## src/include/gbf_settings.svh

```systemverilog
`ifndef GBF_SETTINGS_SVH
`define GBF_SETTINGS_SVH

// ======================================================================
// global buffer geometry
// ======================================================================

// one buffer word as seen on the write port
`define GBF_PORT_WIDTH 32

// single activation
`define GBF_DATA_WIDTH 8

// one flag bit per activation of a block
`define GBF_FLAG_WIDTH 16

// 16 words per buffer
`define GBF_ADDR_WIDTH 4

`endif

```

## src/logic/gbf_stream_pkg.sv

```systemverilog
`default_nettype none

`include "gbf_settings.svh"

package gbf_stream_pkg;

    // output stream items
    typedef logic [`GBF_DATA_WIDTH-1:0] gbf_act_t;
    typedef logic [`GBF_FLAG_WIDTH-1:0] gbf_flg_t;

    // fetch controller states
    typedef enum logic [1:0] {
        IDLE = 2'd0,
        READ = 2'd1,
        LOAD = 2'd2
    } fetch_state_e;

endpackage

`default_nettype wire

```

## src/logic/gbf_mem_pkg.sv

```systemverilog
`default_nettype none

`include "gbf_settings.svh"

package gbf_mem_pkg;

    // items packed into one buffer word
    localparam int ACT_PER_WORD = `GBF_PORT_WIDTH / `GBF_DATA_WIDTH;
    localparam int FLG_PER_WORD = `GBF_PORT_WIDTH / `GBF_FLAG_WIDTH;

    typedef logic [`GBF_ADDR_WIDTH-1:0] gbf_addr_t;

    // one extra bit so a full buffer can be told from an empty one
    typedef logic [`GBF_ADDR_WIDTH:0] gbf_count_t;

    // same word, two decodes; element 0 sits in the top bits
    typedef union packed {
        gbf_stream_pkg::gbf_act_t [0:ACT_PER_WORD-1] act;
        gbf_stream_pkg::gbf_flg_t [0:FLG_PER_WORD-1] flg;
    } gbf_word_u;

endpackage

`default_nettype wire

```

## src/logic/gbf_rd_if.sv

```systemverilog
`timescale 1ns/1ps
`default_nettype none

interface gbf_rd_if;
    import gbf_mem_pkg::*;

    // read request from fetch
    logic      en_rd;
    gbf_addr_t addr_rd;

    // sram data, one cycle after en_rd
    gbf_word_u dat_rd;

    // at least one word held and no write this cycle
    logic      avail;

    modport ram (input en_rd, input addr_rd, output dat_rd);

    modport fill (input en_rd, output avail);

    modport fetch (output en_rd, output addr_rd, input dat_rd, input avail);

endinterface

`default_nettype wire

```

## src/logic/gbf_ram.sv

```systemverilog
`timescale 1ns/1ps
`default_nettype none

`include "gbf_settings.svh"

module gbf_ram (
    input  wire logic                   clk,
    input  wire logic                   wr_en,
    input  wire gbf_mem_pkg::gbf_addr_t wr_addr,
    input  wire gbf_mem_pkg::gbf_word_u wr_data,
    gbf_rd_if.ram                       rd
);
    import gbf_mem_pkg::*;

    localparam int DEPTH = 2 ** `GBF_ADDR_WIDTH;

    gbf_word_u mem [DEPTH];

    // write port
    always_ff @(posedge clk) begin
        if (wr_en) begin
            mem[wr_addr] <= wr_data;
        end
    end

    // registered read, data shows up the cycle after en_rd
    always_ff @(posedge clk) begin
        if (rd.en_rd) begin
            rd.dat_rd <= mem[rd.addr_rd];
        end
    end

endmodule

`default_nettype wire

```

## src/logic/gbf_fill_counter.sv

```systemverilog
`timescale 1ns/1ps
`default_nettype none

`include "gbf_settings.svh"

module gbf_fill_counter (
    input  wire logic clk,
    input  wire logic rst_n,
    input  wire logic wr_en,
    gbf_rd_if.fill    rd,
    output logic      full
);
    import gbf_mem_pkg::*;

    localparam gbf_count_t DEPTH = gbf_count_t'(2 ** `GBF_ADDR_WIDTH);

    gbf_count_t count;

    // ======================================================================
    // occupancy
    // ======================================================================

    // write and read on the same edge leave the count unchanged
    always_ff @(posedge clk or negedge rst_n) begin
        if (!rst_n) begin
            count <= '0;
        end else begin
            case ({wr_en, rd.en_rd})
                2'b10:   count <= count + 1'b1;
                2'b01:   count <= count - 1'b1;
                default: count <= count;
            endcase
        end
    end

    assign full = (count == DEPTH);

    // write wins, so no read may start while wr_en is up
    assign rd.avail = (count != '0) && !wr_en;

endmodule

`default_nettype wire

```

## src/logic/gbf_fetch_fsm.sv

```systemverilog
`timescale 1ns/1ps
`default_nettype none

module gbf_fetch_fsm (
    input  wire logic                   clk,
    input  wire logic                   rst_n,
    gbf_rd_if.fetch                     rd,
    input  wire logic                   empty,
    output logic                        load,
    output gbf_mem_pkg::gbf_word_u      word
);
    import gbf_mem_pkg::*;
    import gbf_stream_pkg::*;

    fetch_state_e state;
    fetch_state_e state_nxt;
    gbf_addr_t    addr;

    // ======================================================================
    // state machine
    // ======================================================================

    always_comb begin
        state_nxt = state;
        case (state)
            IDLE: begin
                // only fetch into an empty unpacker
                if (rd.avail && empty) begin
                    state_nxt = READ;
                end
            end
            READ:    state_nxt = LOAD;
            LOAD:    state_nxt = IDLE;
            default: state_nxt = IDLE;
        endcase
    end

    always_ff @(posedge clk or negedge rst_n) begin
        if (!rst_n) begin
            state <= IDLE;
        end else begin
            state <= state_nxt;
        end
    end

    // read pointer follows the write order, wraps on its own
    always_ff @(posedge clk or negedge rst_n) begin
        if (!rst_n) begin
            addr <= '0;
        end else if (state == READ) begin
            addr <= addr + 1'b1;
        end
    end

    // ======================================================================
    // outputs
    // ======================================================================

    assign rd.en_rd   = (state == READ);
    assign rd.addr_rd = addr;

    // sram word is valid during LOAD
    assign load = (state == LOAD);
    assign word = rd.dat_rd;

endmodule

`default_nettype wire

```

## src/logic/word_unpacker.sv

```systemverilog
`timescale 1ns/1ps
`default_nettype none

`include "gbf_settings.svh"

module word_unpacker #(
    parameter int ITEM_WIDTH = `GBF_DATA_WIDTH
) (
    input  wire logic                   clk,
    input  wire logic                   rst_n,
    input  wire logic                   load,
    input  wire gbf_mem_pkg::gbf_word_u word,
    output logic                        empty,
    output logic                        valid,
    input  wire logic                   ready,
    output logic [ITEM_WIDTH-1:0]       item
);
    import gbf_mem_pkg::*;

    localparam int NUM_ITEMS = `GBF_PORT_WIDTH / ITEM_WIDTH;
    localparam int IDX_WIDTH = (NUM_ITEMS > 1) ? $clog2(NUM_ITEMS) : 1;

    gbf_word_u            word_q;
    logic [IDX_WIDTH-1:0] idx;
    logic                 busy;
    logic                 last;

    assign last = (idx == IDX_WIDTH'(NUM_ITEMS - 1));

    // busy from the load until the last item is taken
    always_ff @(posedge clk or negedge rst_n) begin
        if (!rst_n) begin
            busy <= 1'b0;
            idx  <= '0;
        end else if (load) begin
            busy <= 1'b1;
            idx  <= '0;
        end else if (busy && ready) begin
            if (last) begin
                busy <= 1'b0;
                idx  <= '0;
            end else begin
                idx <= idx + 1'b1;
            end
        end
    end

    always_ff @(posedge clk) begin
        if (load) begin
            word_q <= word;
        end
    end

    assign valid = busy;
    assign empty = !busy;

    // pick the view of the word that matches the item size, left-first
    if (ITEM_WIDTH == `GBF_FLAG_WIDTH) begin : g_flg_view
        assign item = word_q.flg[idx];
    end else begin : g_act_view
        assign item = word_q.act[idx];
    end

endmodule

`default_nettype wire

```

## src/logic/act_gbf_top.sv

```systemverilog
`timescale 1ns/1ps
`default_nettype none

`include "gbf_settings.svh"

module act_gbf_top (
    input  wire logic                      clk,
    input  wire logic                      rst_n,

    // activation buffer write side
    input  wire logic                      act_wr_en,
    input  wire gbf_mem_pkg::gbf_addr_t    act_wr_addr,
    input  wire gbf_mem_pkg::gbf_word_u    act_wr_data,
    output logic                           act_full,

    // flag buffer write side
    input  wire logic                      flg_wr_en,
    input  wire gbf_mem_pkg::gbf_addr_t    flg_wr_addr,
    input  wire gbf_mem_pkg::gbf_word_u    flg_wr_data,
    output logic                           flg_full,

    // item streams
    output logic                           act_valid,
    input  wire logic                      act_ready,
    output gbf_stream_pkg::gbf_act_t       act_data,
    output logic                           flg_valid,
    input  wire logic                      flg_ready,
    output gbf_stream_pkg::gbf_flg_t       flg_data
);
    import gbf_mem_pkg::*;

    logic      act_load;
    logic      act_empty;
    gbf_word_u act_word;
    logic      flg_load;
    logic      flg_empty;
    gbf_word_u flg_word;

    gbf_rd_if u_act_rd_if ();
    gbf_rd_if u_flg_rd_if ();

    // ======================================================================
    // activation channel
    // ======================================================================

    gbf_ram u_act_ram (
        .clk     (clk),
        .wr_en   (act_wr_en),
        .wr_addr (act_wr_addr),
        .wr_data (act_wr_data),
        .rd      (u_act_rd_if.ram)
    );

    gbf_fill_counter u_act_fill_counter (
        .clk   (clk),
        .rst_n (rst_n),
        .wr_en (act_wr_en),
        .rd    (u_act_rd_if.fill),
        .full  (act_full)
    );

    gbf_fetch_fsm u_act_fetch_fsm (
        .clk   (clk),
        .rst_n (rst_n),
        .rd    (u_act_rd_if.fetch),
        .empty (act_empty),
        .load  (act_load),
        .word  (act_word)
    );

    // four bytes per word
    word_unpacker #(
        .ITEM_WIDTH (`GBF_DATA_WIDTH)
    ) u_act_word_unpacker (
        .clk   (clk),
        .rst_n (rst_n),
        .load  (act_load),
        .word  (act_word),
        .empty (act_empty),
        .valid (act_valid),
        .ready (act_ready),
        .item  (act_data)
    );

    // ======================================================================
    // flag channel
    // ======================================================================

    gbf_ram u_flg_ram (
        .clk     (clk),
        .wr_en   (flg_wr_en),
        .wr_addr (flg_wr_addr),
        .wr_data (flg_wr_data),
        .rd      (u_flg_rd_if.ram)
    );

    gbf_fill_counter u_flg_fill_counter (
        .clk   (clk),
        .rst_n (rst_n),
        .wr_en (flg_wr_en),
        .rd    (u_flg_rd_if.fill),
        .full  (flg_full)
    );

    gbf_fetch_fsm u_flg_fetch_fsm (
        .clk   (clk),
        .rst_n (rst_n),
        .rd    (u_flg_rd_if.fetch),
        .empty (flg_empty),
        .load  (flg_load),
        .word  (flg_word)
    );

    // two flag groups per word
    word_unpacker #(
        .ITEM_WIDTH (`GBF_FLAG_WIDTH)
    ) u_flg_word_unpacker (
        .clk   (clk),
        .rst_n (rst_n),
        .load  (flg_load),
        .word  (flg_word),
        .empty (flg_empty),
        .valid (flg_valid),
        .ready (flg_ready),
        .item  (flg_data)
    );

endmodule

`default_nettype wire

```

## config.mk

```make
export PLATFORM = sky130hd
export DESIGN_NAME = act_gbf_top
export DESIGN_NICKNAME = d
export VERILOG_FILES = /design/src/logic/gbf_stream_pkg.sv /design/src/logic/gbf_mem_pkg.sv /design/src/logic/gbf_rd_if.sv /design/src/logic/gbf_ram.sv /design/src/logic/gbf_fill_counter.sv /design/src/logic/gbf_fetch_fsm.sv /design/src/logic/word_unpacker.sv /design/src/logic/act_gbf_top.sv
export VERILOG_INCLUDE_DIRS = /design/src /design/src/include
export SDC_FILE = /design/constraint.sdc
export NUM_CORES = 1
export LEC_CHECK = 0
export BUFFER_PORTS_ARGS = -buffer_cell sky130_fd_sc_hd__buf_2
export CAP_MARGIN = 0
export CORE_ASPECT_RATIO = 1.25
export CORE_MARGIN = 5
export CORE_UTILIZATION = 35
export DETAILED_ROUTE_END_ITERATION = 12
export PLACE_DENSITY = 0.47
export SLEW_MARGIN = 20
export SYNTH_ARGS = -nofsm -noshare
export SYNTH_HDL_FRONTEND = slang
export SYNTH_SLANG_ARGS = --single-unit
```

## constraint.sdc

```tcl
create_clock -name clk -period 9.1 [get_ports clk]
set_input_delay 0.91 -clock clk [delete_from_list [all_inputs] [get_ports clk]]
set_output_delay 0.91 -clock clk [all_outputs]
set_load 0.05 [all_outputs]
```

==> impl_metrics.env <==
export IMPL_yosysWarnings=0
export IMPL_cts_buffer_depth=3
export IMPL_via_count=20320
export IMPL_die_y_um=408.7
export IMPL_grt_pass1_wl_um=155500
export IMPL_final_util_pct=40.40
export IMPL_antenna_left=0
export IMPL_synthToLayoutAreaGrowth_pct=14.90
export IMPL_layout_common_cells="1152 x edfxtp_1, 232 x mux4_2, 128 x mux2i_1"
export IMPL_cts_hold_buf=0
export IMPL_synthArstFlopShare_pct=2.290
export IMPL_worstPathRequired_ps=9560
export IMPL_drv_slew=0
export IMPL_fillers=11160
export IMPL_cts_tree="built"
export IMPL_synth_edff_count=1152
export IMPL_antenna_found_initial=19
export IMPL_place_gp_congestion=0.6992
export IMPL_rows=146
export IMPL_synth_seq_cells=1179
export IMPL_status="completed"
export IMPL_synthCells=1974
export IMPL_pre_cts_ws_ps=5269
export IMPL_synth_area_um2=44520
export IMPL_initial_core_util_pct=35.16
export IMPL_drc_errors=0
export IMPL_p_leak_nw=16.31
export IMPL_wirelength_um=109500
export IMPL_p_per_area_nw_per_um2=293.1
export IMPL_postCtsSetupRepairBufs=0
export IMPL_fmax_ghz=0.2662
export IMPL_r2r_cells=5
export IMPL_critPathSlowestCell="dfrtp_4"
export IMPL_syn_avg_cell_area_um2=22.55
export IMPL_synth_flop_cell="edfxtp_1"
export IMPL_tns_ps=0
export IMPL_r2r_start="u_flg_fetch_fsm.rd.addr_rd[0]"
export IMPL_r2r_end="u_flg_ram.rd.dat_rd[31]"
export IMPL_start_kind="register"
export IMPL_core_area_um2=126600
export IMPL_fin_skew_ps=38.63
export IMPL_final_common_cell="edfxtp_1"
export IMPL_clock_latency_ps=730
export IMPL_yosysSeqAreaShare_pct=79.23
export IMPL_comb_power_share_pct=23.1
export IMPL_grt_ovfl_total=0
export IMPL_port_buffers=105
export IMPL_drv_cap=0
export IMPL_dieWidth_um=329.0
export IMPL_setup_worst_path_class="reg -> reg"
export IMPL_critical_path_endpoint_type="register"
export IMPL_firstDrtPassIters=5
export IMPL_max_slew_margin_rel_pct=28.17
export IMPL_grt_max_degree=113
export IMPL_path_buf_inv=2
export IMPL_rsz0062_at_grt="false"
export IMPL_tightest_slew_ps=1077
export IMPL_peakVddDrop_v=0.0001925
export IMPL_die_area_um2=134500
export IMPL_synth_fp_nets=2062
export IMPL_timing_final_ws_setup_ps=5344
export IMPL_clock_sinks=1179
export IMPL_wl_per_cell_um=27.66
export IMPL_min_period_ps=3756
export IMPL_cts_htree_levels=3
export IMPL_cts_root_buf="clkbuf_16"
export IMPL_via_per_inst=5.130
export IMPL_worst_path_largest_cell_delay_ps=950
export IMPL_ctsResizeCount=0
export IMPL_clockPowerShare_pct=31.5
export IMPL_yosysUniqueCellTypes=39
export IMPL_place_hpwl_um=55120
export IMPL_switchingPower_mw=4.293
export IMPL_reg2reg_slack_ps=5340
export IMPL_power_mw=14.99
export IMPL_cp_arrival_ps=4220
export IMPL_drive_above_1_share_pct=27.23
export IMPL_crit_family="buffers and inverters"
export IMPL_fin_nets=2238
export IMPL_clk_pin_slew_ps=60
export IMPL_seq_power_share_pct=45.4
export IMPL_min_period_over_period_pct=41.27
export IMPL_grt_total_usage_pct=16.11
export IMPL_intPower_mw=10.70
export IMPL_p_sw_share_pct=28.64
export IMPL_grt_pass1_vias=21590
export IMPL_hp_class="in -> async"
export IMPL_cts_buffers=120
export IMPL_path_cells="buf_4 -> buf_12 -> mux4_2 -> a22oi_1 -> nand2_1"
export IMPL_io_pins=106
export IMPL_setup_worst_path_start="u_flg_fetch_fsm.rd.addr_rd[0]"
export IMPL_finalSetupViolCount=0
export IMPL_whs_ps=240.8
export IMPL_crit_path_max_fanout=112
export IMPL_drt_iter0_markers=1516
export IMPL_finalHoldViolCount=0
[cells in the mapped netlist (all sizes together), types with 5 or more instances]
library cell	instances	area [µm²]
nor2b	10	62.56
mux2	20	225.2
clkbuf	55	206.5
buf	51	305.3
nand2	47	176.4
a221oi	64	560.5
inv	5	18.77
nor3	18	90.09
mux4	232	5225
ha	10	125.1
o21ai	36	180.2
nand2b	8	50.05
xnor2	7	61.31
edfxtp	1152	34590
mux2i	128	1281
a22oi	32	240.2
a21oi	9	45.04
dfrtp	27	675.7
nor2	18	67.56
nand3	7	35.03
nor4	7	43.79
xor2	11	96.34
[per-layer routing]
metal  GRT usage (%)  part of all wire, %
met1           19.04                   38
met5               0                0.075
met4           3.999                  1.9
met3           3.127                  5.2
met2           30.06                   55
[registers in the layout, summed over array words and instances (netlist names), 4 cells and up]
signal	count
u_flg_ram.mem	512
u_flg_ram.rd.dat_rd	32
u_act_word_unpacker.word_q	32
u_flg_fill_counter.count	5
u_act_ram.rd.dat_rd	32
u_flg_fetch_fsm.rd.addr_rd	4
u_act_ram.mem	512
u_act_fetch_fsm.rd.addr_rd	4
u_act_fill_counter.count	5
u_flg_word_unpacker.word_q	32
[worst max path at each step]
stage / end / slack, ps / cells after the start
after floorplan: u_flg_ram.mem[0][0] / 4320 / 2
after detailed placement: u_act_ram.rd.dat_rd[11] / 5270 / 4
final: u_flg_ram.rd.dat_rd[31] / 5340 / 5
after global routing: u_act_ram.rd.dat_rd[10] / 5040 / 4
after global placement: u_act_ram.rd.dat_rd[10] / 5290 / 4
after CTS: u_act_ram.rd.dat_rd[11] / 5240 / 4
[layout make-up]
type	instances	area, µm²	share of cell area (%)
clock inverter	63	580.6	1.135
multi-input combinational	684	8951	17.50
inverter	5	18.77	0.03669
timing repair buffer	160	970.9	1.898
tap	1702	2130	4.163
clock buffer	160	3193	6.243
sequential	1179	35290	68.99
antenna	7	17.52	0.03425
[power by group through the flow]
| stage | sequential (mW) | clock, mW | combinational [mW] |
|---|---|---|---|
| 2_1_floorplan | 6.63 | 0 | 2.79 |
| 3_3_place_gp | 6.93 | 0 | 3.51 |
| 3_5_place_dp | 6.94 | 0 | 3.53 |
| 4_1_cts | 6.83 | 4.86 | 3.54 |
| 5_1_grt | 6.85 | 5.09 | 3.74 |
| 6_report | 6.80 | 4.73 | 3.46 |
[cell families after synthesis]
| logic type | count (synthesis) | share of synthesized area (%) |
|---|---|---|
| buffers and inverters | 111 | 1.192 |
| XOR/XNOR | 18 | 0.3541 |
| flip-flops | 1179 | 79.23 |
| AO/OA/AOI/OAI | 151 | 2.485 |
| adder cells (fa/ha/maj) | 10 | 0.2811 |
| multiplexers | 380 | 15.12 |
| AND/OR/NAND/NOR | 125 | 1.341 |
[metrics by stage]
step	cells	instance area (µm²)
6_report	3960	51150
5_1_grt	3953	51130
4_1_cts	3952	51100
3_5_place_dp	3729	47330
3_3_place_gp	3729	47330
2_1_floorplan	1974	44520
Note: power is estimated with default switching activity, not from simulation.
